`src/rtl/cache_cfg.svh`:
```
`ifndef CACHE_CFG_SVH
`define CACHE_CFG_SVH

// word address split
`define CACHE_WORD_ADDR_BITS	16
`define CACHE_BLOCK_BITS		2		// 4 words per block
`define CACHE_SET_BITS			4		// 16 sets
`define CACHE_TAG_BITS			10		// what is left of the word address

// organization
`define CACHE_WAYS				4
`define CACHE_WAY_BITS			2
`define CACHE_SETS				(1 << `CACHE_SET_BITS)

// data array is indexed by way, set and word
`define CACHE_ARRAY_BITS		(`CACHE_WAY_BITS + `CACHE_SET_BITS + `CACHE_BLOCK_BITS)
`define CACHE_ARRAY_WORDS		(1 << `CACHE_ARRAY_BITS)	// 256 words

`define CACHE_DATA_BITS			32

`endif

```
`src/rtl/cache_pkg.sv`:
```
`include "cache_cfg.svh"

package cache_pkg;

	// controller sequence
	// --------------------
	typedef enum logic [2:0] {
		st_idle,		// waiting for a core request
		st_lookup,		// tag compare, hit data access
		st_read_data,	// sync read of the data array
		st_writeback,	// dirty victim words into write buffer
		st_write_cmd,	// block write for the victim
		st_fill_cmd,	// block read for the missed line
		st_fill			// read buffer words into the way
	} cache_state_e;

	// word address as the cache sees it
	typedef struct packed {
		logic [`CACHE_TAG_BITS-1:0]		tag;
		logic [`CACHE_SET_BITS-1:0]		set;
		logic [`CACHE_BLOCK_BITS-1:0]	word;
	} cache_addr_t;

	typedef struct packed {
		logic							write;	// store when set
		cache_addr_t					addr;
		logic [`CACHE_DATA_BITS-1:0]	wdata;	// ignored on loads
	} core_req_t;

	typedef struct packed {
		logic								req;	// one cycle per command
		logic								block;	// whole block transfer
		logic								rw;		// high for memory write
		logic [`CACHE_WORD_ADDR_BITS-1:0]	addr;	// block start
	} mem_cmd_t;

endpackage

```
`src/rtl/tag_store.sv`:
```
`include "cache_cfg.svh"

module tag_store
	import cache_pkg::*;
(
	input  logic						clock_i,
	input  logic						resetn_i,
	input  cache_addr_t					lookup_addr_i,
	input  logic						fill_i,
	input  logic [`CACHE_WAY_BITS-1:0]	fill_way_i,
	input  logic [`CACHE_TAG_BITS-1:0]	fill_tag_i,
	input  logic						dirty_set_i,
	input  logic						dirty_clear_i,
	input  logic [`CACHE_WAY_BITS-1:0]	way_i,
	output logic						hit_o,
	output logic [`CACHE_WAY_BITS-1:0]	hit_way_o,
	output logic						victim_dirty_o,
	output logic [`CACHE_TAG_BITS-1:0]	victim_tag_o
);

	logic [`CACHE_TAG_BITS-1:0]	tag_q [`CACHE_SETS][`CACHE_WAYS];
	logic [`CACHE_WAYS-1:0]		valid_q [`CACHE_SETS];
	logic [`CACHE_WAYS-1:0]		dirty_q [`CACHE_SETS];
	logic [`CACHE_WAYS-1:0]		hit_vec;		// one bit per way
	logic [`CACHE_SET_BITS-1:0]	set;

	assign set = lookup_addr_i.set;		// fills and dirty updates use the same set

	// lookup
	// --------------------
	always_comb begin
		hit_vec   = '0;
		hit_way_o = '0;
		for (int w = 0; w < `CACHE_WAYS; w++) begin
			hit_vec[w] = valid_q[set][w] && (tag_q[set][w] == lookup_addr_i.tag);
			if (hit_vec[w]) begin
				hit_way_o = w[`CACHE_WAY_BITS-1:0];
			end
		end
	end

	assign hit_o          = |hit_vec;
	assign victim_dirty_o = dirty_q[set][way_i];
	assign victim_tag_o   = tag_q[set][way_i];	// old tag for the writeback address

	// state bits
	always_ff @(posedge clock_i) begin
		if (!resetn_i) begin
			for (int s = 0; s < `CACHE_SETS; s++) begin
				valid_q[s] <= '0;
				dirty_q[s] <= '0;
			end
		end else begin
			if (fill_i) begin
				valid_q[set][fill_way_i] <= 1'b1;
				dirty_q[set][fill_way_i] <= 1'b0;	// fresh line from memory
			end
			if (dirty_set_i) begin
				dirty_q[set][way_i] <= 1'b1;		// write hit
			end else if (dirty_clear_i) begin
				dirty_q[set][way_i] <= 1'b0;		// victim written back
			end
		end
	end

	always_ff @(posedge clock_i) begin
		if (fill_i) begin
			tag_q[set][fill_way_i] <= fill_tag_i;
		end
	end

	// a fill never installs a tag already present in its set
	assert property (@(posedge clock_i) disable iff (!resetn_i) $onehot0(hit_vec))
		else $error("tag_store: several ways hit in set %0d", set);

endmodule

```
`config.mk`:
```
export PLATFORM = sky130hd
export DESIGN_NAME = tag_store
export DESIGN_NICKNAME = d
export VERILOG_FILES = /design/src/rtl/cache_pkg.sv /design/src/rtl/tag_store.sv
export VERILOG_INCLUDE_DIRS = /design/src /design/src/rtl
export SDC_FILE = /design/constraint.sdc
export NUM_CORES = 1
export LEC_CHECK = 0
export ABC_AREA = 1
export CORE_UTILIZATION = 60
export DETAILED_ROUTE_END_ITERATION = 6
export DONT_BUFFER_PORTS = 1
export GPL_TIMING_DRIVEN = 0
export PLACE_DENSITY_LB_ADDON = 0.05
export SYNTH_ARGS = -nofsm -noshare
export SYNTH_HDL_FRONTEND = slang
export SYNTH_SLANG_ARGS = --single-unit
```
`constraint.sdc`:
```
create_clock -name clock_i -period 3.55 [get_ports clock_i]
set_input_delay 0.355 -clock clock_i [delete_from_list [all_inputs] [get_ports clock_i]]
set_output_delay 0.355 -clock clock_i [all_outputs]
set_load 0.1 [all_outputs]
```
==> impl_metrics.yaml <==
status:
  status: "complete, but fails checks"
  violated_checks: "design-rule violations, max-capacitance violations"
clocking:
  clk_transition_reported_paths_ns: 0.06
  clock_insertion_delay_worst_skew_ns: 0.63
  cts_tree: "done"
  h_tree_lvls: 3
  cts_buffers: 78
  cts.sink_count: 768
  clockRootBuffer: "sky130_fd_sc_hd__clkbuf_16"
  cts-root-to-sink-buffers: 3
placement:
  detailedPlacementHpwl_mm: 71.8
  buffer_ports.inserted: 0
  finalWeightedCongestion: 0.975
run:
  timing.max_cap.violations: 1
detailed_routing:
  wl_mm: 107
  drt-vias-per-instance: 6.08
  drt_pre_antenna_iters: 7
  antenna_violating_nets_post_route: 0
  drc_errors: 4
  routed_via_count: 24662
  detail_route.iter0.violations: 3800
  post_drt_wl_per_cell_um: 26.5
sta:
  maxSlewHeadroom_pct: 0.739
  finalHoldViolations: 0
  timing.clock.skew_ns: 0
  final-max-slew-violation-count: 0
  setup_total_negative_slack_ns: 0
  rsz0062_at_grt: "yes"
  tightestPinTransition_ns: 1.48
  fin_crit_sh_pct: 99.1
  max_freq_mhz: 284
  report.final.setup_viol: 0
  post-route-min-period_ns: 3.52
  holdWs_ns: 0.0898
worst_setup_path:
  cp_data_required_time_ns: 3.19
  timing.reg2reg.setup_slack_ns: 2.88
  worst-path-max-fanout: 10
  timing_worst_setup_path_type: "primary input to output port"
  crit_chain: "buf_4 > nand2_2 > inv_2 > buf_4 > buf_2 > nand2_1 > nand4_1 > nand2_1 > nand2_1 > nor2_1 > o221ai_2"
  crit_path_max_incr_delay_ns: 1.03
  crit_path_start_kind: "primary input"
  critPathMostFrequentCell: "sky130_fd_sc_hd__nand2_1"
  crit_path_top_delay_cell: "sky130_fd_sc_hd__o221ai_2"
  end_kind: "output port"
  crit_arrival_ns: 3.16
cells_and_area:
  drive_above_1_share_pct: 9.50
  final_core_utilization_pct: 69.4
  combined_flip_flop_and_latch_cell_area_um2: 22400
  insertedDiodeCount: 0
  syn_to_final_growth_pct: 13.7
  nNetsFinal: 3339
  multiInputGateArea_um2: 9040
  n_fill_cell: 3892
power:
  switching_share_pct: 24.0
  worst_ir_drop_vdd_mv: 0.474
  internal-power_mw: 14.8
  combPwrFrac_pct: 7.9
  power.sequential.fraction_pct: 51.3
  net-switching-power_mw: 4.68
  clock_share_of_power_pct: 40.8
  fin_total_pwr_mw: 19.5
  total_leakage_power_nw: 14.2
  pwr_density_cell_nw_per_um2: 530
floorplanning:
  floorplan.die_area_um2: 54900
  ios: 49
  num_rows: 84
  die_height_um: 234
  floorplan.initialDensity_pct: 61.1
  core_region_area_um2: 53000
  fp.dieW_um: 234
yosys:
  post_syn_instances: 3176
  post_synth_instance_area_um2: 32400
  async_set_reset_flop_share_out_of_synthesis_pct: 0
  synth_sequential_area_ratio_pct: 69.3
  synth_fp_nets: 3211
  avgSynthCellArea_um2: 10.2
  number_of_synthesized_flops_with_an_enable_pin: 704
  synth_cell_type_count: 32
  synth_top_flop_cell: "sky130_fd_sc_hd__edfxtp_1"
  synthesis.yosys.warnings: 0
  synthesized_flop_and_latch_total: 768
grt:
  via_count_of_the_first_global_routing_pass: 22689
  grt_util_all_layers_pct: 39.7
  initial_antenna_violation_count: 0
  maximum_number_of_pins_on_one_net_before_global_route_repair: 65
  gr-total-overflow: 0
  grt_pass1_wl_mm: 153
hold_path:
  hp-class: "primary input to flop"
## per-layer routing
metal / share of wire [%] / vias to the layer above / GRT usage (%)
met5: 0 / - / 0
met4: 4.8 / 0 / 18.2
met3: 12 / 298 / 8.49
met2: 45 / 1733 / 60.5
met1: 38 / 11747 / 54.8
li1: - / 10884 / -
## critical path: cells and delay by family
family | cells | cell delay [ns]
and+or+nand+nor | 6 | 0.75
buffers and inverters | 4 | 0.99
AOI/OAI and AO/OA | 1 | 1.03
## flip-flops by register name (all words and copies together), names as in the netlist
name / count
dirty_q: 64
tag_q: 640
valid_q: 64
## layout make-up
type,instances,share of cell area (%)
multi-input cells,2143,24.6
clock inverters,34,0.616
well taps,688,2.34
repair buffers,48,2.35
inverters,96,0.980
plain buffers,169,2.15
clock buffers,111,6.02
flip-flops and latches,768,61.0
## stage by stage
step | instance area (um2) | worst slack (ns) | std cells
floorplan | 32400 | 0.204 | 3176
global placement | 33200 | -1.10 | 3864
detailed placement | 34000 | -0.987 | 3901
CTS | 36700 | -0.259 | 4056
global route | 36800 | -0.000681 | 4057
finish | 36800 | 0.0310 | 4057
## power groups by stage
stage	Combinational [mW]	Sequential (mW)	Clock, mW
2_1_floorplan	0.847	10.2	0
3_3_place_gp	1.28	10.2	0
3_5_place_dp	1.34	10.2	0
4_1_cts	1.51	9.99	7.92
5_1_grt	1.64	9.99	8.27
6_report	1.55	9.99	7.95
## cells in the mapped netlist (2+ instances only)
cell	count	area, um2
sky130_fd_sc_hd__a21oi_1	35	175
sky130_fd_sc_hd__inv_1	84	315
sky130_fd_sc_hd__buf_4	3	22.5
sky130_fd_sc_hd__buf_2	72	360
sky130_fd_sc_hd__nand2_1	1452	5450
sky130_fd_sc_hd__buf_1	11	41.3
sky130_fd_sc_hd__o22ai_1	24	150
sky130_fd_sc_hd__nor2_4	2	22.5
sky130_fd_sc_hd__clkinv_1	6	22.5
sky130_fd_sc_hd__a22oi_1	40	300
sky130_fd_sc_hd__o22a_1	10	87.6
sky130_fd_sc_hd__clkbuf_1	78	293
sky130_fd_sc_hd__edfxtp_1	704	21100
sky130_fd_sc_hd__nor2_1	291	1090
sky130_fd_sc_hd__o21ai_0	132	661
sky130_fd_sc_hd__nor2_2	2	12.5
sky130_fd_sc_hd__o21ai_1	5	25.0
sky130_fd_sc_hd__nand3_1	75	375
sky130_fd_sc_hd__nor3_1	37	185
sky130_fd_sc_hd__buf_6	5	56.3
sky130_fd_sc_hd__inv_2	6	22.5
sky130_fd_sc_hd__dfxtp_1	64	1280
sky130_fd_sc_hd__o221ai_1	10	87.6
sky130_fd_sc_hd__nand4_1	20	125
## cell usage in the layout, fill, tap and decap left out, types with 20 or more instances in the layout
cell                        synthesis  final
sky130_fd_sc_hd__nor2_2             2     49
sky130_fd_sc_hd__buf_8              0     24
sky130_fd_sc_hd__a21oi_1           35     35
sky130_fd_sc_hd__nor2_1           291    243
sky130_fd_sc_hd__clkbuf_1          78     92
sky130_fd_sc_hd__buf_2             72     74
sky130_fd_sc_hd__a22oi_1           40     40
sky130_fd_sc_hd__nand4_1           20     20
sky130_fd_sc_hd__clkinv_1           6     22
sky130_fd_sc_hd__clkbuf_16          0     83
sky130_fd_sc_hd__edfxtp_1         704    704
sky130_fd_sc_hd__nor3_1            37     37
sky130_fd_sc_hd__dfxtp_1           64     64
sky130_fd_sc_hd__nand3_1           75     75
sky130_fd_sc_hd__o21ai_0          132    132
sky130_fd_sc_hd__o22ai_1           24     24
sky130_fd_sc_hd__nand2_1         1452   1448
sky130_fd_sc_hd__inv_1             84     84
## worst paths after layout
check | startpoint | end | depth (start not counted)
worst max-delay path | lookup_addr_i[3] | victim_tag_o[8] | 11
worst min-delay path | fill_tag_i[0] | tag_q[11][30] | 1
worst min register to register | valid_q[10][0] | valid_q[10][0] | 2
worst max register to register | valid_q[0][1] | valid_q[0][1] | 2
## what timing repair did
action                                  CTS  global route
endpoints found under the setup margin   33            10
hold endpoints to repair                640             0
hold buffers                             10             0
buffers inserted                          0             0
gates resized for setup                  10            23
## logic make-up (layout without fill, tap and decap cells)
kind of cell / count (synthesis) / after routing / synth area share (%)
DFF: 768 / 768 / 69.3
and+or+nand+nor: 1883 / 1883 / 22.5
AOI/OAI and AO/OA: 260 / 260 / 4.69
buffers and inverters: 265 / 458 / 3.50
(Power assumes the default switching activity.)
