[src/rtl/cache_cfg.svh]
`ifndef CACHE_CFG_SVH
`define CACHE_CFG_SVH

// word address split
`define CACHE_WORD_ADDR_BITS	16
`define CACHE_BLOCK_BITS		2		// 4 words per block
`define CACHE_SET_BITS			4		// 16 sets
`define CACHE_TAG_BITS			10		// what is left of the word address

// organization
`define CACHE_WAYS				4
`define CACHE_WAY_BITS			2
`define CACHE_SETS				(1 << `CACHE_SET_BITS)

// data array is indexed by way, set and word
`define CACHE_ARRAY_BITS		(`CACHE_WAY_BITS + `CACHE_SET_BITS + `CACHE_BLOCK_BITS)
`define CACHE_ARRAY_WORDS		(1 << `CACHE_ARRAY_BITS)	// 256 words

`define CACHE_DATA_BITS			32

`endif

[src/rtl/victim_select.sv]
`include "cache_cfg.svh"

module victim_select (
	input  logic						clock_i,
	input  logic						resetn_i,
	input  logic [`CACHE_SET_BITS-1:0]	set_i,
	input  logic						advance_i,	// strobe at the end of a fill
	output logic [`CACHE_WAY_BITS-1:0]	way_o
);

	// one rolling pointer per set
	logic [`CACHE_WAY_BITS-1:0] ptr_q [`CACHE_SETS];

	assign way_o = ptr_q[set_i];

	always_ff @(posedge clock_i) begin
		if (!resetn_i) begin
			for (int s = 0; s < `CACHE_SETS; s++) begin
				ptr_q[s] <= '0;		// way 0 goes first
			end
		end else if (advance_i) begin
			ptr_q[set_i] <= ptr_q[set_i] + 1'b1;	// wraps 3 -> 0
		end
	end

	// round robin step
	// --------------------
	// the pointer only moves on a fill of its own set, so the next
	// victim of that set is always the way filled longest ago

endmodule

[config.mk]
export PLATFORM = sky130hd
export DESIGN_NAME = victim_select
export DESIGN_NICKNAME = d
export VERILOG_FILES = /design/src/rtl/victim_select.sv
export VERILOG_INCLUDE_DIRS = /design/src /design/src/rtl
export SDC_FILE = /design/constraint.sdc
export NUM_CORES = 1
export LEC_CHECK = 0
export ABC_CLOCK_PERIOD_IN_PS = 1960
export BUFFER_PORTS_ARGS = -buffer_cell sky130_fd_sc_hd__buf_2
export CAP_MARGIN = 20
export CORE_ASPECT_RATIO = 0.5
export CORE_MARGIN = 10
export CORE_UTILIZATION = 49
export DETAILED_ROUTE_END_ITERATION = 7
export GPL_ROUTABILITY_DRIVEN = 0
export PLACE_DENSITY = 0.66
export SYNTH_ARGS = -nofsm -noshare
export SYNTH_HDL_FRONTEND = slang
export SYNTH_SLANG_ARGS = --single-unit
[constraint.sdc]
create_clock -name clock_i -period 1.96 [get_ports clock_i]
set_input_delay 0.098 -clock clock_i [delete_from_list [all_inputs] [get_ports clock_i]]
set_output_delay 0.098 -clock clock_i [all_outputs]
set_load 0.1 [all_outputs]
==> results of run 1 <==
[layout by cell type, fill, tap and decap left out, types with 3 or more instances in the layout]
master and count:
buf_4 10, buf_2 6, edfxtp_1 32, nand3_1 4
mux4_1 3, nor2_2 4, mux2_4 3, nor2_1 29
mux4_2 5, nand2_1 29, clkbuf_8 5
[power by group]
group / internal [mW] / leakage (nW) / total [mW] / switching [mW]
sequential: 0.780 / 0.331 / 0.788 / 0.00819
combinational: 0.108 / 0.368 / 0.274 / 0.165
clock: 0.247 / 0.0399 / 0.469 / 0.222
total: 1.13 / 0.739 / 1.53 / 0.396
[layout make-up]
type	instances	area (um2)	share of cell area
clock buffers	7	76.32	0.04029
clock inverters	1	3.754	0.001982
multi-input cells	88	655.6	0.3461
flip-flops and latches	32	960.9	0.5073
well taps	40	50.05	0.02642
repair buffers	19	147.6	0.07794
[worst min-delay path, delay by kind of cell]
family / cells / cell delay (ns)
buffers and inverters: 1 / 0.17
and+or+nand+nor: 2 / 0.18
[per-stage QoR]
| step | setup TNS (ns) | setup WS (ns) | instances | area [um2] |
|---|---|---|---|---|
| 3_5_place_dp | 0 | 0.05413 | 175 | 1757 |
| 2_1_floorplan | 0 | 0.06634 | 127 | 1652 |
| 4_1_cts | -0.03890 | -0.03890 | 185 | 1864 |
| 6_report | -0.03802 | -0.03802 | 187 | 1894 |
| 5_1_grt | -0.3914 | -0.09234 | 187 | 1894 |
| 3_3_place_gp | 0 | 0.06479 | 175 | 1757 |
[worst paths after layout]
kind,end,depth (start not counted),slack [ns],from
worst min register to register,ptr_q[9][1]$_SDFFCE_PN0P_,4,1.07,ptr_q[9][1]$_SDFFCE_PN0P_
worst min-delay path,ptr_q[12][0]$_SDFFCE_PN0P_,3,0.33,set_i[3]
worst max-delay path,way_o[0],4,-0.04,ptr_q[2][0]$_SDFFCE_PN0P_
worst max register to register,ptr_q[14][1]$_SDFFCE_PN0P_,5,0.01,ptr_q[12][0]$_SDFFCE_PN0P_
[layer usage]
layer,vias to the layer above,part of all wire
met5,-,0
met4,0,0.019
met3,7,0.058
met2,27,0.48
met1,525,0.44
li1,487,-
[logic make-up (layout without fill, tap and decap cells)]
family | Yosys count | count (layout) | share of synthesized area
buffers and inverters | 7 | 27 | 0.02278
xor gates and xnor gates | 2 | 2 | 0.03341
muxes | 14 | 14 | 0.1815
and+or+nand+nor | 72 | 72 | 0.1792
DFF | 32 | 32 | 0.5831
[what timing repair did]
action	4_1_cts	5_1_grt
pin swaps	0	2
gates resized for setup	4	11
setup buffers	2	2
setup endpoints to repair	2	14
==> key figures, run 1 <==
Floorplanning
  • Io pins: 9
  • Die span in y: 61.01 um
  • FP Rows: 14
  • CORE AREA: between 3000 and 4000 um2
  • DIE AREA: a little over 6000 um2
  • Initial Utilization: 0.5285
  • Die Wd: 102.0 um

Detailed routing
  • Wire length per cell: 16.47 um
  • DRT iter0 DRCs: 43
  • Routed vias/inst: 5.594
  • DRC viols: 0
  • Total Wirelength: slightly above 3 mm
  • Via count: between 1000 and 1500
  • DRT antenna net count: 0
  • DR pass1 iterations: 4

Critical path
  • Arr. time, crit path: 1.90 ns
  • Crit-path leading delay family: multiplexers
  • Critical path cell sequence: mux4_2, mux2_4, mux2_4, buf_12
  • Cell mode on critical path: mux2_4
  • Critical path startpoint category: flip-flop
  • Critical path fanouts, max: 2
  • Req. time, crit path: 1.86 ns
  • Slowest cell on crit path: mux4_2
  • Critical path buffer and inverter count: 1
  • Max stage delay on crit path: 0.47 ns
  • Crit. End Element: output pin
  • Crit Path Category: reg2out

STA
  • Actual slew at the worst max-slew pin: 0.4806 ns
  • Hold slack: 0.3288 ns
  • Max Clock Freq: 500.5 MHz
  • Clock skew: about 0.0031 ns
  • Number of slew-limit violations in the final report: 0
  • Minimum clock period: around 2 ns
  • Final worst slack: -0.03802 ns
  • # setup viols final: 1
  • Unrepaired setup endpoints after global routing: yes
  • Fin crit share: 1.019
  • Slew HR: 0.6771
  • Final Hold Viols: 0

Final layout
  • N_diodes: 0
  • Nets: 153
  • Biggest regs: ptr_q x32
  • Largest Register: ptr_q
  • Share of cells above drive strength 1: 0.2857
  • Area Growth Syn to Fin: 14.96%
  • Max reg flops: 32
  • Fillers: about 270
  • Utilization after layout: 0.6075

Power
  • Cell Pwr Density: 808.1 nW/um2
  • Leak: roughly 0.74 nW
  • Tot Pwr: 1.531 mW
  • Worst VDD drop: 0.4681 mV

CTS
  • Clock transition at path regs: 0.06 ns
  • Clock H-tree levels: 2
  • CTS Root Cell: clkbuf_8
  • CTS tree: built
  • Worst-Skew Late Latency: 0.28 ns
  • Longest Clk Path Bufs: 2
  • Hold Buf Count CTS: 0
  • CTS buffer count: 5
  • Clock sinks: 32

Synth
  • Largest area contributor in the netlist: edfxtp_1
  • Synth cell types: 18
  • Synth top area cells: edfxtp_1, mux4_1, nor2_1
  • Mean post-synth cell area: 12.98 um2
  • Top cell type's share of synthesized area: 0.5831
  • Most frequent cells after synthesis: nor2_1, edfxtp_1, nand2_1
  • Post-Syn Area: 1648 um2
  • Synthesis-stage register bit count: 32
  • Primary FF master, synth: edfxtp_1
  • Post-synth EDFFs: 32
  • Top-count cell post-synth: nor2_1
  • Post-synthesis cell count: around 130
  • Yosys warns: 0
  • Post-synth ARST share: 0
  • Seq/Total Area, Yosys: 0.5831
  • Syn_nets: 134

Global route
  • Met3 Track Usage GR: 0.02834
  • Vias in the first global route: 1050
  • Gr busiest metal: met2
  • Grt ovf: 0
  • Largest net degree at the start of global routing: 18
  • Met2 Track Usage GR: 0.1807
  • Initial antenna violation count: 0
  • GR Layer Usage met1: 0.1235
  • Global-route wire length before repair: 4.905 mm
  • GRT Total Usage: 0.1059

Status
  • Outcome: finished with violations
  • Failing checks: negative setup slack

Flow run
  • Maxcap violations: 0

Placement
  • DP HPWL: between 2 and 2.5 mm
  • IO buf count: 8

Hold path
  • Hold Path Class: in2reg
(Power assumes the default switching activity.)
==> run 2, diff against run 1 <==
--- a/config.mk
+++ b/config.mk
@@ -11,10 +11,9 @@
 export CAP_MARGIN = 20
 export CORE_ASPECT_RATIO = 0.5
 export CORE_MARGIN = 10
-export CORE_UTILIZATION = 49
+export CORE_UTILIZATION = 27
 export DETAILED_ROUTE_END_ITERATION = 7
 export GPL_ROUTABILITY_DRIVEN = 0
-export PLACE_DENSITY = 0.66
 export SYNTH_ARGS = -nofsm -noshare
 export SYNTH_HDL_FRONTEND = slang
 export SYNTH_SLANG_ARGS = --single-unit
==> key figures, run 2 (same netlist as run 1, synthesis figures left out) <==
CTS
  • Worst-Skew Late Latency: 0.27 ns
  • CTS Root Cell: clkbuf_16
  • CTS tree: built
  • Clock transition at path regs: 0.05 ns
  • Clock sinks: 32
  • Clock H-tree levels: 2
  • CTS buffer count: 5
  • Longest Clk Path Bufs: 2

STA
  • Setup TNS: -0.04562 ns
  • Hold slack: 0.3376 ns
  • Slew HR: 0.6221
  • Final worst slack: -0.04562 ns
  • Fin crit share: 1.023
  • Unrepaired setup endpoints after global routing: yes
  • Final Hold Viols: 0
  • Max Clock Freq: 498.6 MHz
  • Actual slew at the worst max-slew pin: 0.5657 ns
  • Clock skew: 0.001486 ns
  • # setup viols final: 1
  • Number of slew-limit violations in the final report: 0
  • Minimum clock period: 2.006 ns

Detailed routing
  • WL met3: 72 um
  • DRT antenna net count: 0
  • DRT iter0 DRCs: 113
  • DRC viols: 0
  • Met2 wire len: 1.598 mm
  • Wire length per cell: ~15 um
  • Via count: 998
  • Routed vias/inst: 4.664
  • Met1 Wirelength: ~1.6 mm
  • Total Wirelength: 3.301 mm
  • Top Metal Used: met4
  • DR pass1 iterations: 4

Global route
  • Largest net degree at the start of global routing: 18
  • Global-route wire length before repair: roughly 5.5 mm
  • GRT Total Usage: 0.07334
  • Vias in the first global route: 1075
  • Grt ovf: 0
  • Initial antenna violation count: 0

Critical path
  • Worst r2r path cells: 5
  • Cell mode on critical path: mux2_4
  • Max stage delay on crit path: 0.49 ns
  • Arr. time, crit path: 1.91 ns
  • Critical Path Source: ptr_q[15][0]$_SDFFCE_PN0P_
  • Critical path cell sequence: mux4_2, mux2_4, mux2_4, buf_12
  • Worst flop-to-flop path endpoint: ptr_q[15][1]$_SDFFCE_PN0P_
  • Worst Setup EP: way_o[0]
  • R2r setup slk: 0 ns
  • Critical path startpoint category: flip-flop
  • Crit. End Element: output pin
  • Req. time, crit path: between 1.5 and 2 ns
  • Critical path fanouts, max: 2
  • Reg-to-Reg Start: ptr_q[15][0]$_SDFFCE_PN0P_
  • Slowest cell on crit path: mux4_2
  • Crit Path Category: reg2out

Final layout
  • Biggest regs: ptr_q x32
  • Fillers: 542
  • Fin area: a little under 2000 um2
  • N_diodes: 0
  • Nets: 150
  • Area Growth Syn to Fin: 18.38%
  • Multi-input gate area: 648.1 um2
  • Share of cells above drive strength 1: 0.2553
  • Commonest non-fill, non-tap cells in the layout: nor2_1, edfxtp_1, nand2_1
  • Utilization after layout: 0.3433
  • FF/Latch Area: 960.9 um2
  • Largest Register: ptr_q
  • Max reg flops: 32

Floorplanning
  • Initial Utilization: 0.2900
  • Io pins: 9
  • DIE AREA: just under 10000 um2
  • Die span in y: 75.24 um
  • FP Rows: 19
  • Die Wd: 130.5 um
  • CORE AREA: 5682 um2

Flow run
  • Maxcap violations: 0

Status
  • Failing checks: negative setup slack
  • Outcome: finished with violations

Power
  • Worst VDD drop: 0.3153 mV
  • Cell Pwr Density: around 890 nW/um2
  • Leak: 0.7460 nW

Placement
  • DP HPWL: 2.376 mm
  • Placed Area: 1790 um2
  • IO buf count: 8

Hold path
  • Hold Path Class: in2reg
run 2: cell count changes in the layout (fill, tap and decap cells not counted):
cell       previous run  this run
clkbuf_1              2         0
clkbuf_16             0         5
clkbuf_8              5         0
buf_4                10         7
nor2_1               29        32
nor2_2                4         1
clkinv_1              1         0
run 2: critical path, delay by kind of cell, from the launching register on:
family / cells / cell delay, ns
muxes: 3 / 1.04
buffers and inverters: 1 / 0.17
DFF: 1 / 0.42
run 2: area by class of cell:
type                    instances  share of cell area
clock buffers                   5             0.06414
multi-input cells              88              0.3323
flip-flops and latches         32              0.4926
well taps                      73             0.04682
repair buffers                 16             0.06414
run 2: per-stage QoR:
step,setup WS [ns],cells,power (mW)
global placement,0.06827,207,1.038
global route,-0.06612,214,1.792
finish,-0.04562,214,1.741
detailed placement,0.02766,207,1.044
floorplan,0.06634,127,0.9823
CTS,-0.04543,214,1.738
run 2: worst min-delay path by stage:
stage,to,depth (start not counted),slack (ns),startpoint
6_report,ptr_q[13][0]$_SDFFCE_PN0P_,3,0.34,set_i[3]
5_1_grt,ptr_q[12][0]$_SDFFCE_PN0P_,3,0.38,set_i[3]
4_1_cts,ptr_q[13][0]$_SDFFCE_PN0P_,3,0.32,set_i[3]
3_5_place_dp,ptr_q[13][0]$_SDFFCE_PN0P_,3,0.61,set_i[3]
3_3_place_gp,ptr_q[12][0]$_SDFFCE_PN0P_,3,0.61,set_i[3]
2_1_floorplan,ptr_q[14][0]$_SDFFCE_PN0P_,2,0.48,resetn_i
run 2: where the power goes:
group          total [mW]  switching (mW)  internal (mW)
Combinational       0.268           0.164          0.104
Clock               0.681           0.236          0.446
Sequential          0.791         0.00891          0.782
Total                1.74           0.409           1.33
run 2: repair_timing:
action,in CTS,in global routing
setup buffers,2,0
hold buffers,0,0
setup endpoints to repair,2,18
resized for setup,5,7
run 2: metal layers:
layer  vias up  GRT usage
met4         0    0.04039
met1       492    0.09000
met3         7    0.01472
met5         -          0
li1        479          -
met2        20     0.1209
==> run 3, diff against run 2 <==
--- a/config.mk
+++ b/config.mk
@@ -7,12 +7,13 @@
 export NUM_CORES = 1
 export LEC_CHECK = 0
 export ABC_CLOCK_PERIOD_IN_PS = 1960
-export BUFFER_PORTS_ARGS = -buffer_cell sky130_fd_sc_hd__buf_2
 export CAP_MARGIN = 20
 export CORE_ASPECT_RATIO = 0.5
 export CORE_MARGIN = 10
 export CORE_UTILIZATION = 27
+export CTS_CLUSTER_DIAMETER = 60
 export DETAILED_ROUTE_END_ITERATION = 7
+export DONT_BUFFER_PORTS = 1
 export GPL_ROUTABILITY_DRIVEN = 0
 export SYNTH_ARGS = -nofsm -noshare
 export SYNTH_HDL_FRONTEND = slang
==> key figures, run 3 (same netlist as run 1, synthesis figures left out) <==
Status
  • Outcome: completed

STA
  • # setup viols final: 0
  • Final worst slack: between 0.03 and 0.04 ns
  • Fin crit share: 0.9838
  • Slew HR: 0.6606
  • Clock skew: about 0.0013 ns
  • Final Hold Viols: 0
  • Max Clock Freq: 518.6 MHz
  • Actual slew at the worst max-slew pin: 0.5079 ns
  • Setup TNS: 0 ns
  • Number of slew-limit violations in the final report: 0
  • Unrepaired setup endpoints after global routing: yes
  • Minimum clock period: 1.928 ns

Final layout
  • Post-Layout Cell Count: 204
  • Max reg flops: 32
  • Area Growth Syn to Fin: 14.35%
  • Biggest regs: ptr_q x32
  • Commonest non-fill, non-tap cells in the layout: edfxtp_1, nor2_1, nand2_1
  • N_diodes: 0
  • Share of cells above drive strength 1: 0.2061
  • Most common cell after layout, fill and taps aside: edfxtp_1
  • Largest Register: ptr_q
  • Fillers: 550
  • Nets: 140
  • Utilization after layout: 0.3316

Detailed routing
  • DRT antenna net count: 0
  • Routed vias/inst: 4.672
  • DR pass1 iterations: 4
  • Total Wirelength: 3.229 mm
  • Wire length per cell: 15.83 um
  • Via count: 953
  • DRC viols: 0
  • DRT iter0 DRCs: 29

Power
  • Tot Pwr: approximately 1.7 mW
  • Leak: 0.7011 nW
  • Cell Pwr Density: ~900 nW/um2
  • Worst VDD drop: 0.3358 mV

Critical path
  • Slowest cell on crit path: mux4_2
  • Req. time, crit path: 1.86 ns
  • Max stage delay on crit path: 0.49 ns
  • Crit. End Element: output pin
  • Critical path startpoint category: flip-flop
  • Arr. time, crit path: 1.83 ns
  • Critical path fanouts, max: 3
  • Crit Path Category: reg2out
  • Crit-path leading delay family: multiplexers
  • Critical path buffer and inverter count: 0
  • Critical path cell sequence: mux4_2, mux2_4, mux2_4
  • Cell mode on critical path: mux2_4

CTS
  • Clock H-tree levels: 2
  • CTS Root Cell: clkbuf_16
  • Hold Buf Count CTS: 0
  • Longest Clk Path Bufs: 2
  • Worst-Skew Late Latency: around 0.27 ns
  • Clock sinks: 32
  • Clock transition at path regs: 0.05 ns
  • CTS buffer count: 5
  • CTS tree: built

Global route
  • Vias in the first global route: between 1000 and 1500
  • GRT Total Usage: 0.07454
  • Largest net degree at the start of global routing: 19
  • Initial antenna violation count: 0
  • Grt ovf: 0
  • Global-route wire length before repair: 5.395 mm

Placement
  • IO buf count: 0
  • Placement Setup Slack: 0.08254 ns
  • Placed Instances: 195
  • DP HPWL: 2.348 mm

Flow run
  • Maxcap violations: 0

Floorplanning
  • Die Wd: ~130 um
  • Initial Utilization: 0.2900
  • Die span in y: approximately 75 um
  • DIE AREA: 9817 um2
  • Io pins: 9
  • FP Rows: 19
  • CORE AREA: 5682 um2

Hold path
  • Hold Path Class: in2reg
run 3: cell type report:
type / instances / area (um2) / share of cell area
Clock buffer: 5 / 125.1 / 0.06640
Multi-Input combinational cell: 88 / 650.6 / 0.3453
Sequential cell: 32 / 960.9 / 0.5100
Tap cell: 73 / 91.34 / 0.04847
Timing Repair Buffer: 6 / 56.30 / 0.02988
run 3: power breakdown:
part,leakage (nW),internal [mW],switching [mW]
combinational,0.309,0.0885,0.133
clock,0.0616,0.445,0.230
sequential,0.331,0.782,0.00816
run 3: through the flow:
stage | hold slack (ns) | instance area, um2
after CTS | 0.02898 | 1872
after detailed placement | 0.3053 | 1720
after floorplan | 0.4828 | 1652
after global placement | 0.2977 | 1720
after global routing | 0.02543 | 1884
final | 0.03136 | 1884
run 3: path summary, 6_finish.rpt:
check | startpoint | to | slack, ns | depth (start not counted)
setup reg to reg | ptr_q[13][0]$_SDFFCE_PN0P_ | ptr_q[14][1]$_SDFFCE_PN0P_ | 0.07 | 5
hold / removal | resetn_i | ptr_q[5][1]$_SDFFCE_PN0P_ | 0.03 | 1
setup / recovery | ptr_q[13][0]$_SDFFCE_PN0P_ | way_o[0] | 0.03 | 3
hold reg to reg | ptr_q[14][0]$_SDFFCE_PN0P_ | ptr_q[10][0]$_SDFFCE_PN0P_ | 1.02 | 4
run 3: per-layer routing:
metal | global-route usage | wire [um] | vias to the layer above | share of wire
met5 | 0 | 0 | - | 0
met1 | 0.08005 | 1408 | 475 | 0.44
met3 | 0.02313 | 140 | 4 | 0.043
met4 | 0.03672 | 46 | 0 | 0.014
li1 | - | - | 459 | -
met2 | 0.1337 | 1634 | 15 | 0.51
run 3: what timing repair did:
| item | 4_1_cts | 5_1_grt |
|---|---|---|
| pin swaps | 0 | 2 |
| buffers inserted | 3 | 1 |
| gates resized for setup | 3 | 6 |
| endpoints found under the hold margin | 0 | 0 |
| gates cloned | 0 | 0 |
| setup endpoints to repair | 2 | 18 |
