$ cat config.mk
export PLATFORM = sky130hd
export DESIGN_NAME = cache_controller
export DESIGN_NICKNAME = d
export VERILOG_FILES = /design/src/rtl/cache_pkg.sv /design/src/rtl/cache_controller.sv
export VERILOG_INCLUDE_DIRS = /design/src /design/src/rtl
export SDC_FILE = /design/constraint.sdc
export NUM_CORES = 1
export LEC_CHECK = 0
export ABC_CLOCK_PERIOD_IN_PS = 6400
export BUFFER_PORTS_ARGS = -buffer_cell sky130_fd_sc_hd__buf_2
export CORE_AREA = 2 2 116 118
export DETAILED_ROUTE_END_ITERATION = 6
export DIE_AREA = 0 0 118 120
export MAX_ROUTING_LAYER = met4
export PLACE_DENSITY = 0.8
export REMOVE_ABC_BUFFERS = 1
export SYNTH_ARGS = -nofsm -noshare
export SYNTH_HDL_FRONTEND = slang
export SYNTH_SLANG_ARGS = --single-unit
$ cat constraint.sdc
create_clock -name clock_i -period 6.4 [get_ports clock_i]
set_input_delay 0.96 -clock clock_i [delete_from_list [all_inputs] [get_ports clock_i]]
set_output_delay 0.96 -clock clock_i [all_outputs]
set_load 0.01 [all_outputs]
$ cat src/rtl/cache_cfg.svh
`ifndef CACHE_CFG_SVH
`define CACHE_CFG_SVH

// word address split
`define CACHE_WORD_ADDR_BITS	16
`define CACHE_BLOCK_BITS		2		// 4 words per block
`define CACHE_SET_BITS			4		// 16 sets
`define CACHE_TAG_BITS			10		// what is left of the word address

// organization
`define CACHE_WAYS				4
`define CACHE_WAY_BITS			2
`define CACHE_SETS				(1 << `CACHE_SET_BITS)

// data array is indexed by way, set and word
`define CACHE_ARRAY_BITS		(`CACHE_WAY_BITS + `CACHE_SET_BITS + `CACHE_BLOCK_BITS)
`define CACHE_ARRAY_WORDS		(1 << `CACHE_ARRAY_BITS)	// 256 words

`define CACHE_DATA_BITS			32

`endif

$ cat src/rtl/cache_pkg.sv
`include "cache_cfg.svh"

package cache_pkg;

	// controller sequence
	// --------------------
	typedef enum logic [2:0] {
		st_idle,		// waiting for a core request
		st_lookup,		// tag compare, hit data access
		st_read_data,	// sync read of the data array
		st_writeback,	// dirty victim words into write buffer
		st_write_cmd,	// block write for the victim
		st_fill_cmd,	// block read for the missed line
		st_fill			// read buffer words into the way
	} cache_state_e;

	// word address as the cache sees it
	typedef struct packed {
		logic [`CACHE_TAG_BITS-1:0]		tag;
		logic [`CACHE_SET_BITS-1:0]		set;
		logic [`CACHE_BLOCK_BITS-1:0]	word;
	} cache_addr_t;

	typedef struct packed {
		logic							write;	// store when set
		cache_addr_t					addr;
		logic [`CACHE_DATA_BITS-1:0]	wdata;	// ignored on loads
	} core_req_t;

	typedef struct packed {
		logic								req;	// one cycle per command
		logic								block;	// whole block transfer
		logic								rw;		// high for memory write
		logic [`CACHE_WORD_ADDR_BITS-1:0]	addr;	// block start
	} mem_cmd_t;

endpackage

$ cat src/rtl/cache_controller.sv
`include "cache_cfg.svh"

module cache_controller
	import cache_pkg::*;
(
	input  logic							clock_i,
	input  logic							resetn_i,

	// core
	input  logic							core_req_i,
	input  core_req_t						core_req_data_i,
	output logic							core_done_o,
	output logic [`CACHE_DATA_BITS-1:0]		core_rdata_o,

	// memory command and word buffers
	input  logic							mem_ready_i,
	output mem_cmd_t						mem_cmd_o,
	input  logic							buffer_read_ready_i,
	input  logic [`CACHE_DATA_BITS-1:0]		buffer_data_i,
	output logic							buffer_read_ack_o,
	input  logic							buffer_write_ready_i,
	output logic [`CACHE_DATA_BITS-1:0]		buffer_wdata_o,
	output logic							buffer_write_ack_o,

	// performance
	output logic							flag_hit_o,
	output logic							flag_miss_o,
	output logic							flag_writeback_o,

	// tag store
	input  logic							hit_i,
	input  logic [`CACHE_WAY_BITS-1:0]		hit_way_i,
	input  logic							victim_dirty_i,
	input  logic [`CACHE_TAG_BITS-1:0]		victim_tag_i,
	output cache_addr_t						lookup_addr_o,
	output logic							fill_o,
	output logic [`CACHE_WAY_BITS-1:0]		fill_way_o,
	output logic [`CACHE_TAG_BITS-1:0]		fill_tag_o,
	output logic							dirty_set_o,
	output logic							dirty_clear_o,
	output logic [`CACHE_WAY_BITS-1:0]		way_o,

	// victim select
	input  logic [`CACHE_WAY_BITS-1:0]		victim_way_i,
	output logic							advance_o,

	// data array
	output logic							mem_we_o,
	output logic [`CACHE_ARRAY_BITS-1:0]	mem_addr_o,
	output logic [`CACHE_DATA_BITS-1:0]		mem_wdata_o,
	input  logic [`CACHE_DATA_BITS-1:0]		mem_rdata_i
);

	cache_state_e					state_q;
	core_req_t						req_q;			// request in flight
	logic [`CACHE_WAY_BITS-1:0]		way_q;			// victim way of the current miss
	logic [`CACHE_TAG_BITS-1:0]		wb_tag_q;		// tag of the line being evicted
	logic [`CACHE_BLOCK_BITS-1:0]	cnt_q;			// word counter
	logic							phase_q;		// writeback read data valid
	logic							retry_q;		// lookup after a fill
	logic							done_q;
	logic [`CACHE_DATA_BITS-1:0]	rdata_q;
	logic							rd_ack_q;
	logic							wr_ack_q;
	logic [`CACHE_DATA_BITS-1:0]	wdata_q;
	mem_cmd_t						cmd_q;
	logic							hit_q;
	logic							miss_q;
	logic							wb_q;

	logic							lookup_hit;
	logic							fill_take;
	logic							fill_done;
	logic							wb_push;
	logic							last_word;

	// per cycle events
	// --------------------
	assign last_word  = &cnt_q;
	assign lookup_hit = (state_q == st_lookup) && hit_i;
	assign fill_take  = (state_q == st_fill) && buffer_read_ready_i && !rd_ack_q;	// pop in flight
	assign fill_done  = fill_take && last_word;
	assign wb_push    = (state_q == st_writeback) && phase_q && buffer_write_ready_i;

	// tag store side
	assign lookup_addr_o = req_q.addr;
	assign fill_o        = fill_done;
	assign fill_way_o    = way_q;
	assign fill_tag_o    = req_q.addr.tag;
	assign dirty_set_o   = lookup_hit && req_q.write;
	assign dirty_clear_o = wb_push && last_word;
	assign advance_o     = fill_done;		// next fill of this set takes the next way

	// hit way on a hit, candidate victim on a miss, then the latched way
	assign way_o = (state_q == st_lookup) ? (hit_i ? hit_way_i : victim_way_i) : way_q;

	// data array side
	assign mem_we_o    = dirty_set_o || fill_take;
	assign mem_wdata_o = (state_q == st_fill) ? buffer_data_i : req_q.wdata;

	always_comb begin
		case (state_q)
			st_lookup: begin
				mem_addr_o = {hit_way_i, req_q.addr.set, req_q.addr.word};
			end
			st_writeback, st_fill: begin
				mem_addr_o = {way_q, req_q.addr.set, cnt_q};	// block streaming
			end
			default: begin
				mem_addr_o = {way_q, req_q.addr.set, req_q.addr.word};
			end
		endcase
	end

	// registered ports
	assign core_done_o        = done_q;
	assign core_rdata_o       = rdata_q;
	assign buffer_read_ack_o  = rd_ack_q;
	assign buffer_write_ack_o = wr_ack_q;
	assign buffer_wdata_o     = wdata_q;
	assign mem_cmd_o          = cmd_q;
	assign flag_hit_o         = hit_q;
	assign flag_miss_o        = miss_q;
	assign flag_writeback_o   = wb_q;

	// sequencer
	// --------------------
	always_ff @(posedge clock_i) begin
		if (!resetn_i) begin
			state_q     <= st_idle;
			cnt_q       <= '0;
			phase_q     <= 1'b0;
			retry_q     <= 1'b0;
			done_q      <= 1'b1;		// ready straight out of reset
			rd_ack_q    <= 1'b0;
			wr_ack_q    <= 1'b0;
			cmd_q.req   <= 1'b0;
			cmd_q.block <= 1'b0;
			cmd_q.rw    <= 1'b0;
			hit_q       <= 1'b0;
			miss_q      <= 1'b0;
			wb_q        <= 1'b0;
		end else begin
			// strobes
			rd_ack_q  <= 1'b0;
			wr_ack_q  <= 1'b0;
			cmd_q.req <= 1'b0;
			hit_q     <= 1'b0;
			miss_q    <= 1'b0;
			wb_q      <= 1'b0;

			case (state_q)
				st_idle: begin
					if (core_req_i) begin
						req_q   <= core_req_data_i;
						done_q  <= 1'b0;		// stall the core
						state_q <= st_lookup;
					end
				end

				st_lookup: begin
					if (hit_i) begin
						hit_q   <= !retry_q;	// no second strobe for a refilled access
						state_q <= st_read_data;
					end else begin
						miss_q   <= 1'b1;
						way_q    <= victim_way_i;
						wb_tag_q <= victim_tag_i;
						if (victim_dirty_i) begin
							wb_q    <= 1'b1;
							state_q <= st_writeback;
						end else begin
							state_q <= st_fill_cmd;
						end
					end
				end

				st_read_data: begin
					if (!req_q.write) begin
						rdata_q <= mem_rdata_i;
					end
					retry_q <= 1'b0;
					done_q  <= 1'b1;
					state_q <= st_idle;
				end

				st_writeback: begin
					if (!phase_q) begin
						phase_q <= 1'b1;			// word addressed, data next cycle
					end else if (buffer_write_ready_i) begin
						wr_ack_q <= 1'b1;
						wdata_q  <= mem_rdata_i;
						phase_q  <= 1'b0;
						cnt_q    <= cnt_q + 1'b1;	// wraps to 0 after the last word
						if (last_word) begin
							state_q <= st_write_cmd;
						end
					end
				end

				st_write_cmd: begin
					if (mem_ready_i && !cmd_q.req) begin
						cmd_q.req   <= 1'b1;
						cmd_q.block <= 1'b1;
						cmd_q.rw    <= 1'b1;
						cmd_q.addr  <= {wb_tag_q, req_q.addr.set, {`CACHE_BLOCK_BITS{1'b0}}};
						state_q     <= st_fill_cmd;
					end
				end

				st_fill_cmd: begin
					// memory needs a cycle to drop ready after the write command
					if (mem_ready_i && !cmd_q.req) begin
						cmd_q.req   <= 1'b1;
						cmd_q.block <= 1'b1;
						cmd_q.rw    <= 1'b0;
						cmd_q.addr  <= {req_q.addr.tag, req_q.addr.set, {`CACHE_BLOCK_BITS{1'b0}}};
						state_q     <= st_fill;
					end
				end

				st_fill: begin
					if (fill_take) begin
						rd_ack_q <= 1'b1;
						cnt_q    <= cnt_q + 1'b1;
						if (last_word) begin
							retry_q <= 1'b1;		// tag installed, access hits now
							state_q <= st_lookup;
						end
					end
				end

				default: begin
					state_q <= st_idle;
				end
			endcase
		end
	end

	// protocol checks
	// --------------------
	// the level must still be up while the strobe is out
	assert property (@(posedge clock_i) disable iff (!resetn_i)
		buffer_read_ack_o |-> buffer_read_ready_i)
		else $error("cache_controller: read buffer popped while empty");

	assert property (@(posedge clock_i) disable iff (!resetn_i)
		mem_cmd_o.req |-> mem_ready_i)
		else $error("cache_controller: command issued while memory busy");

endmodule

==> impl_metrics.env, run 1 <==
export IMPL_outcome="finished, final reports clean"
export IMPL_critPathMaxStageDelay_ns=0.91
export IMPL_path_delay_family="flip-flops"
export IMPL_cp_max_fo=32
export IMPL_grt_pass1_wl_mm=20.5
export IMPL_hold_buffers=0
export IMPL_synthTopCellsByCount="edfxtp_1, buf_4, mux2_2"
export IMPL_fin_ws_ns=2.81
export IMPL_maxCapViolations=0
export IMPL_design_area_sq_um=7900
export IMPL_areaGrowthSynthToFinish_pct=35.1
export IMPL_whs_ns=0.448
export IMPL_internal_power_mw=2.03
export IMPL_async_flop_share=0
export IMPL_yosysSeqAreaShare=0.768
export IMPL_p_comb_frac=0.135
export IMPL_arrival_ns=2.63
export IMPL_seqPwrFrac=0.469
export IMPL_synth_cell_types=35
export IMPL_worst_pin_slew_ns=1.22
export IMPL_cts_buffer_depth=2
export IMPL_final_cell_count_no_fill=808
export IMPL_path_buf_inv=2
export IMPL_hold_class="flip-flop to flip-flop"
export IMPL_start_util=0.451
export IMPL_wl_per_cell_um=16.6
export IMPL_cts_sinks=155
export IMPL_via_per_inst=4.77
export IMPL_required_ns=5.44
export IMPL_period_share=0.561
export IMPL_synth_most_common_cell="edfxtp_1"
export IMPL_root_buffer="clkbuf_16"
export IMPL_vias=3855
export IMPL_globalplace_congestion=0.831
export IMPL_grt_remaining_overflow=0
export IMPL_netlist_instances=340
export IMPL_clk_pin_slew_ns=0.06
export IMPL_drive_gt1_frac=0.585
export IMPL_drt_iter0_markers=241
export IMPL_synth_edf_count=139
export IMPL_power_mw=2.67
export IMPL_pin_count=299
export IMPL_numCtsBuffers=17
export IMPL_die_x_um=118
export IMPL_crit_path_end_kind="output port"
export IMPL_dieArea_sq_um=14200
export IMPL_clock_fmax_mhz=279
export IMPL_antenna_found_initial=2
export IMPL_syn_avg_cell_area_sq_um=17.2
export IMPL_p_sw_frac=0.239
export IMPL_post_cts_setup_buffer_count=0
export IMPL_post_route_min_period_ns=3.59
export IMPL_placed_area_sq_um=7270
export IMPL_fin_worst_skew_ns=0.00816
export IMPL_rsz0062_at_grt="no"
export IMPL_synthesis_area_sq_um=5850
export IMPL_antenna_left=0
export IMPL_cts_tree="yes"
export IMPL_crit_type="flip-flop to output port"
export IMPL_critical_path_cell_chain="nand3b_1 > buf_4 > mux2_2 > buf_2"
export IMPL_synth_top_area_frac=0.714
export IMPL_finalSetupTns_ns=0
export IMPL_powerDensity_nw_per_um2=338
export IMPL_place_inst=773
export IMPL_io_buffers=296
export IMPL_slew_limit_headroom=0.186
export IMPL_core_area_sq_um=13000
export IMPL_first_global_vias=3864
export IMPL_clkLatencyLatePin_ns=0.42
export IMPL_power_switching_uw=639
export IMPL_post_place_ws_ns=3.23
export IMPL_grtUsageTotal=0.199
export IMPL_fp_dieH_um=120
export IMPL_yosys_area_top_type="edfxtp_1"
export IMPL_rows=42
export IMPL_crit_slowest_cell="dfxtp_1"
export IMPL_ys_flop_type="edfxtp_1"
export IMPL_synth_warnings=0
export IMPL_fin_util=0.609
export IMPL_p_leak_nw=3.32
export IMPL_nets=752
export IMPL_ys_top_cells_by_area="edfxtp_1, mux2_2, dfxtp_1"
export IMPL_ys_ff_latch=155
export IMPL_critPathLaunchType="flip-flop"
export IMPL_clock_power_share=0.396
export IMPL_slew_viol_final=0
export IMPL_hold_viol_final=0
export IMPL_drt_wl_total_mm=13.4
export IMPL_ctsResizeCount=0
export IMPL_drcViolationCount=0
export IMPL_h_tree_depth=4
export IMPL_ir_drop_mv=0.164
export IMPL_setup_viol=0
export IMPL_dp_hpwl_mm=10.1
export IMPL_grt_max_degree=50
export IMPL_firstDrtPassIters=4
## cells in the final DEF, fill, tap and decap left out, types with 3 or more instances in the layout
cell type,instances
buf_4,4
nor3_2,3
edfxtp_1,139
nor2_1,21
and2_1,6
clkbuf_1,3
nor3_1,7
inv_6,3
mux2i_1,14
dfxtp_1,16
nand2_1,15
nand2b_1,6
bufinv_16,4
mux2_2,34
a21oi_1,4
o21ai_0,4
buf_2,296
diode_2,3
clkbuf_16,17
## final cells by class
type | count | area [sq um]
fillers | 992 | 5080
flip-flops and latches | 155 | 4490
repair buffers | 300 | 1510
multi-input cells | 140 | 1040
clock buffers | 22 | 464
well taps | 176 | 220
clock inverters | 10 | 163
inverters | 2 | 7.51
diodes | 3 | 7.51
## registers in the layout, summed over array words and instances (netlist names), 2 cells and up
register / flops
req_q: 33
core_rdata_o: 32
state_q: 3
buffer_wdata_o: 32
cnt_q: 2
wb_tag_q: 10
mem_cmd_o: 17
fill_tag_o: 10
lookup_addr_o: 6
fill_way_o: 2
## power groups by stage
stage / Combinational, mW / Clock (mW) / Sequential, mW
after floorplan: 0.174 / 0 / 1.28
after global placement: 0.353 / 0 / 1.27
after detailed placement: 0.365 / 0 / 1.27
after CTS: 0.367 / 1.08 / 1.25
after global routing: 0.394 / 1.12 / 1.26
final: 0.362 / 1.06 / 1.25
## path summary, 6_finish.rpt
path,from,end,slack [ns],cells past startpoint
max,state_q[0],mem_wdata_o[12],2.81,4
min,retry_q,flag_hit_o,0.45,1
max reg2reg,state_q[2],mem_cmd_o[13],3.96,2
min reg2reg,retry_q,flag_hit_o,0.45,1
## routing by layer
metal | routed length, um | global-route usage | up-vias | part of all wire
met5 | 0 | - | - | 0
li1 | - | - | 1781 | -
met3 | 1110 | 0.0632 | 24 | 0.083
met4 | 314 | 0.0971 | 0 | 0.023
met1 | 4830 | 0.205 | 1817 | 0.36
met2 | 7170 | 0.345 | 233 | 0.53
## logic make-up (layout without fill, tap and decap cells)
group,Yosys count,in the layout,synth area share
fa+ha+maj,1,1,0.00214
compound gates,17,17,0.0193
simple gates,71,71,0.0597
flops,155,155,0.768
buf+inv,46,334,0.0590
other cells,1,5,0.000641
xor+xnor,1,1,0.00150
mux,48,48,0.0894
Note: power is estimated with default switching activity, not from simulation.
==> inputs of run 2 (changes only) <==
--- a/config.mk
+++ b/config.mk
@@ -6,13 +6,13 @@
 export SDC_FILE = /design/constraint.sdc
 export NUM_CORES = 1
 export LEC_CHECK = 0
-export ABC_CLOCK_PERIOD_IN_PS = 6400
+export ABC_CLOCK_PERIOD_IN_PS = 3700
 export BUFFER_PORTS_ARGS = -buffer_cell sky130_fd_sc_hd__buf_2
-export CORE_AREA = 2 2 116 118
+export CORE_MARGIN = 2
+export CORE_UTILIZATION = 45
 export DETAILED_ROUTE_END_ITERATION = 6
-export DIE_AREA = 0 0 118 120
 export MAX_ROUTING_LAYER = met4
-export PLACE_DENSITY = 0.8
+export PLACE_DENSITY = 0.79
 export REMOVE_ABC_BUFFERS = 1
 export SYNTH_ARGS = -nofsm -noshare
 export SYNTH_HDL_FRONTEND = slang
==> constraint.sdc (replaced) <==
create_clock -name clock_i -period 3.7 [get_ports clock_i]
set_input_delay 0.555 -clock clock_i [delete_from_list [all_inputs] [get_ports clock_i]]
set_output_delay 0.555 -clock clock_i [all_outputs]
set_load 0.01 [all_outputs]
==> run 2 against run 1 <==
Effect of this change:
- setup slack lost 2.3 ns
- highest routed layer unchanged
- global-route usage grew 0.56 points
- clock skew is essentially flat
- cell count shrank 0.50%
- hold slack lost 0.14 ns
- critical path depth is the same
- first-iteration DRC count grew 10%
- wire length grew 3.0%
- die area shrank 1.6%
- via count shrank 0.23%
- sequential power grew 74%
- clock-buffer cell count shrank 5
==> impl_metrics.env, run 2 (synthesis gave the netlist of run 1 again) <==
export IMPL_outcome="finished, final reports clean"
export IMPL_die_x_um=118
export IMPL_cts_buffer_depth=2
export IMPL_dieArea_sq_um=13900
export IMPL_vias=3846
export IMPL_antenna_left=0
export IMPL_globalplace_congestion=0.804
export IMPL_grt_max_degree=33
export IMPL_clock_fmax_mhz=316
export IMPL_wl_per_cell_um=17.2
export IMPL_post_cts_setup_buffer_count=0
export IMPL_clk_pin_slew_ns=0.06
export IMPL_firstDrtPassIters=4
export IMPL_grt_remaining_overflow=0
export IMPL_slew_limit_headroom=0.357
export IMPL_grtUsageTotal=0.205
export IMPL_maxCapViolations=0
export IMPL_setup_viol=0
export IMPL_grt_pass1_wl_mm=20.8
export IMPL_fp_dieH_um=118
export IMPL_crit_slowest_cell="dfxtp_1"
export IMPL_fin_ws_ns=0.534
export IMPL_hold_buffers=0
export IMPL_root_buffer="clkbuf_16"
export IMPL_layout_common_cells="buf_2, edfxtp_1, mux2_2"
export IMPL_period_share=0.856
export IMPL_core_area_sq_um=12700
export IMPL_worst_pin_slew_ns=0.959
export IMPL_cts_sinks=155
export IMPL_crit_path_end_kind="output port"
export IMPL_io_buffers=296
export IMPL_drcViolationCount=0
export IMPL_cp_max_fo=32
export IMPL_drive_gt1_frac=0.590
export IMPL_fin_worst_skew_ns=0.00836
export IMPL_largest_reg_flops=33
export IMPL_clkLatencyLatePin_ns=0.41
export IMPL_rows=41
export IMPL_cts_tree="yes"
export IMPL_antenna_found_initial=1
export IMPL_final_common_cell="buf_2"
export IMPL_arrival_ns=2.61
export IMPL_drt_iter0_markers=265
export IMPL_ir_drop_mv=0.304
export IMPL_post_route_min_period_ns=3.17
export IMPL_start_util=0.462
export IMPL_first_global_vias=3752
export IMPL_pin_count=299
export IMPL_nets=754
export IMPL_dp_hpwl_mm=10.4
export IMPL_critPathLaunchType="flip-flop"
export IMPL_powerDensity_nw_per_um2=583
export IMPL_top_register="req_q"
export IMPL_fill_cells=946
export IMPL_critPathMaxStageDelay_ns=0.89
export IMPL_post_place_ws_ns=0.957
export IMPL_areaGrowthSynthToFinish_pct=35.1
export IMPL_via_per_inst=4.78
export IMPL_rsz0062_at_grt="no"
export IMPL_drt_wl_total_mm=13.8
export IMPL_slew_viol_final=0
export IMPL_crit_type="flip-flop to output port"
export IMPL_hold_viol_final=0
export IMPL_critical_path_cell_chain="nand3b_1 > buf_4 > mux2_2 > buf_2"
export IMPL_h_tree_depth=4
export IMPL_numCtsBuffers=17
export IMPL_hold_class="input port to flip-flop"
export IMPL_ctsResizeCount=0
export IMPL_p_leak_nw=3.32
export IMPL_required_ns=3.14
export IMPL_fin_util=0.624
run 2: cell count changes in the layout (fill, tap and decap cells not counted), moves of 2 or more:
cell	change
clkbuf_1	-3
buf_4	+2
clkbuf_8	-2
clkinv_4	+2
clkinvlp_4	+2
diode_2	-2
inv_6	-2
run 2: final cells by class:
| class | instances | area (sq um) | share of cell area |
|---|---|---|---|
| flip-flops and latches | 155 | 4490 | 0.569 |
| repair buffers | 302 | 1530 | 0.193 |
| multi-input cells | 140 | 1040 | 0.131 |
| clock buffers | 17 | 425 | 0.0538 |
| well taps | 172 | 215 | 0.0272 |
| clock inverters | 15 | 198 | 0.0250 |
| inverters | 2 | 7.51 | 0.000950 |
| diodes | 1 | 2.50 | 0.000317 |
run 2: per-stage QoR:
step / power, mW / instances / TNS [ns] / hold WS, ns / instance area, sq um
2_1_floorplan: 2.52 / 297 / -1.38 / 0.398 / 5520
3_3_place_gp: 2.81 / 771 / 0 / 0.429 / 7280
3_5_place_dp: 2.84 / 771 / 0 / 0.438 / 7280
4_1_cts: 4.65 / 803 / 0 / 0.292 / 7900
5_1_grt: 4.79 / 804 / 0 / 0.291 / 7910
6_report: 4.61 / 804 / 0 / 0.312 / 7910
run 2: final timing paths:
check | start | endpoint | slack (ns) | depth (start not counted)
hold reg to reg | mem_cmd_o[16] | mem_cmd_o[16] | 0.45 | 2
setup / recovery | state_q[0] | mem_wdata_o[14] | 0.53 | 4
hold / removal | victim_tag_i[4] | wb_tag_q[4] | 0.31 | 1
setup reg to reg | state_q[0] | wb_tag_q[0] | 1.40 | 2
run 2: layer usage:
layer / GRT usage / vias to the layer above / wire length (um)
li1: - / 1789 / -
met1: 0.230 / 1795 / 5080
met2: 0.347 / 246 / 7240
met3: 0.0606 / 16 / 1320
met4: 0.0753 / 0 / 181
met5: - / - / 0
run 2: worst max-delay path, delay by kind of cell, from the launching register on:
family / cells / cell delay [ns]
simple gates: 1 / 0.32
mux: 1 / 0.39
flops: 1 / 0.89
buf+inv: 2 / 0.57
run 2: power breakdown:
group | leakage (nW) | total [mW] | internal (mW) | switching (mW)
clock | 0.296 | 1.80 | 1.13 | 0.671
combinational | 1.63 | 0.641 | 0.284 | 0.357
sequential | 1.40 | 2.17 | 2.06 | 0.102
==> inputs of run 3 (changes only) <==
--- a/config.mk
+++ b/config.mk
@@ -10,6 +10,7 @@
 export BUFFER_PORTS_ARGS = -buffer_cell sky130_fd_sc_hd__buf_2
 export CORE_MARGIN = 2
 export CORE_UTILIZATION = 45
+export CTS_CLUSTER_SIZE = 10
 export DETAILED_ROUTE_END_ITERATION = 6
 export MAX_ROUTING_LAYER = met4
 export PLACE_DENSITY = 0.79
==> constraint.sdc (replaced) <==
create_clock -name clock_i -period 3.7 [get_ports clock_i]
set_input_delay 0.74 -clock clock_i [delete_from_list [all_inputs] [get_ports clock_i]]
set_output_delay 0.74 -clock clock_i [all_outputs]
set_load 0.01 [all_outputs]
==> run 3 against run 2 <==
Effect of this change:
- maximum frequency grew 5.8%
- global-route usage shrank 0.19 points
- combinational power grew 4.8%
- total power shrank 1.5%
- largest power group unchanged
==> impl_metrics.env, run 3 (synthesis gave the netlist of run 1 again) <==
export IMPL_cp_max_fo=32
export IMPL_setup_viol=0
export IMPL_min_from="retry_q"
export IMPL_final_common_cell="buf_2"
export IMPL_via_per_inst=4.76
export IMPL_path_delay_family="buffers and inverters"
export IMPL_grt_pass1_wl_mm=20.2
export IMPL_slew_limit_headroom=0.369
export IMPL_hold_buffers=0
export IMPL_vias=3820
export IMPL_areaGrowthSynthToFinish_pct=34.7
export IMPL_fin_worst_skew_ns=0.00545
export IMPL_top_register="req_q"
export IMPL_start_util=0.462
export IMPL_rsz0062_at_grt="no"
export IMPL_layout_area_seq_sq_um=4490
export IMPL_finalSetupTns_ns=0
export IMPL_worst_pin_slew_ns=0.941
export IMPL_p_leak_nw=3.32
export IMPL_path_buf_inv=3
export IMPL_grt_remaining_overflow=0
export IMPL_final_cell_count_no_fill=803
export IMPL_first_global_vias=3819
export IMPL_post_route_min_period_ns=2.99
export IMPL_io_buffers=296
export IMPL_nets=754
export IMPL_cts_buffer_depth=2
export IMPL_drt_iter0_markers=231
export IMPL_fill_cells=947
export IMPL_firstDrtPassIters=5
export IMPL_clkLatencyLatePin_ns=0.41
export IMPL_ir_drop_mv=0.317
export IMPL_drive_gt1_frac=0.590
export IMPL_grtUsageMet3=0.0620
export IMPL_critPathLaunch="state_q[0]"
export IMPL_drcViolationCount=0
export IMPL_slew_viol_final=0
export IMPL_layout_common_cells="buf_2, edfxtp_1, mux2_2"
export IMPL_powerDensity_nw_per_um2=576
export IMPL_busiest_layer="met2"
export IMPL_crit_path_end_kind="output port"
export IMPL_critPathMaxStageDelay_ns=0.43
export IMPL_pin_count=299
export IMPL_h_tree_depth=4
export IMPL_die_x_um=118
export IMPL_antennaDiodeCount=0
export IMPL_critPathLaunchType="flip-flop"
export IMPL_place_inst=771
export IMPL_hold_class="flip-flop to flip-flop"
export IMPL_hold_viol_final=0
export IMPL_reg2reg_from="state_q[1]"
export IMPL_cts_sinks=155
export IMPL_ctsResizeCount=0
export IMPL_grt_max_degree=50
export IMPL_critical_path_cell_chain="buf_4 > nand3b_1 > buf_4 > mux2_2 > buf_2"
export IMPL_core_area_sq_um=12700
export IMPL_globalplace_congestion=0.803
export IMPL_post_cts_setup_buffer_count=0
export IMPL_dieArea_sq_um=13900
export IMPL_cts_tree="yes"
export IMPL_rows=41
export IMPL_grtUsageMet1=0.214
export IMPL_crit_type="flip-flop to output port"
export IMPL_clock_fmax_mhz=334
export IMPL_drt_wl_total_mm=13.6
export IMPL_outcome="finished, final reports clean"
export IMPL_period_share=0.809
export IMPL_required_ns=2.96
export IMPL_largest_reg_flops=33
export IMPL_antenna_left=0
export IMPL_fin_util=0.622
export IMPL_multiInputGateArea_sq_um=1040
export IMPL_crit_slowest_cell="buf_4"
export IMPL_root_buffer="clkbuf_16"
export IMPL_power_mw=4.54
export IMPL_arrival_ns=2.25
export IMPL_maxCapViolations=0
export IMPL_path_common_cell="buf_4"
export IMPL_clk_pin_slew_ns=0.06
export IMPL_fp_dieH_um=118
export IMPL_grt_util_met2=0.343
export IMPL_grtUsageTotal=0.203
export IMPL_numCtsBuffers=17
export IMPL_antenna_found_initial=1
export IMPL_dp_hpwl_mm=10.4
export IMPL_wl_per_cell_um=16.9
==> run 3: cell count changes in the layout (fill, tap and decap cells not counted) <==
cell	before	now
clkinv_4	2	4
clkinvlp_4	3	1
bufinv_16	4	3
clkbuf_1	0	1
clkinv_1	2	1
clkinv_2	2	3
diode_2	1	0
==> run 3: layout make-up <==
class,count,area share
repair buffers,302,0.194
clock buffers,18,0.0545
well taps,172,0.0273
clock inverters,14,0.0218
inverters,2,0.000953
multi-input cells,140,0.131
flip-flops and latches,155,0.570
==> run 3: where the power goes <==
group | leakage [nW] | internal (mW) | switching [mW]
logic | 1.63 | 0.286 | 0.386
registers | 1.40 | 2.06 | 0.0660
clock network | 0.294 | 1.06 | 0.671
total | 3.32 | 3.41 | 1.12
==> run 3: metrics by stage <==
step	area, sq um	hold WS (ns)	setup WS [ns]
final	7880	0.445	0.707
after global routing	7880	0.457	0.596
after CTS	7880	0.440	0.685
after detailed placement	7280	0.429	1.14
after global placement	7280	0.429	1.24
after floorplan	5520	0.398	-0.0431
==> run 3: worst reg2reg max path: stages, from the launching register on <==
cell and delay [ns]:
dfxtp_1 0.45, nand2b_1 0.30, nor3_2 0.74
==> run 3: layer usage <==
layer	vias up	part of all wire
met3	37	0.086
li1	1786	-
met2	251	0.52
met1	1746	0.37
met4	0	0.032
met5	-	0
==> run 3: worst paths after layout <==
path | endpoint | slack [ns] | cells after the start
hold reg to reg | flag_hit_o | 0.45 | 1
setup / recovery | mem_wdata_o[14] | 0.71 | 5
setup reg to reg | wb_tag_q[7] | 1.83 | 2
hold / removal | flag_hit_o | 0.45 | 1
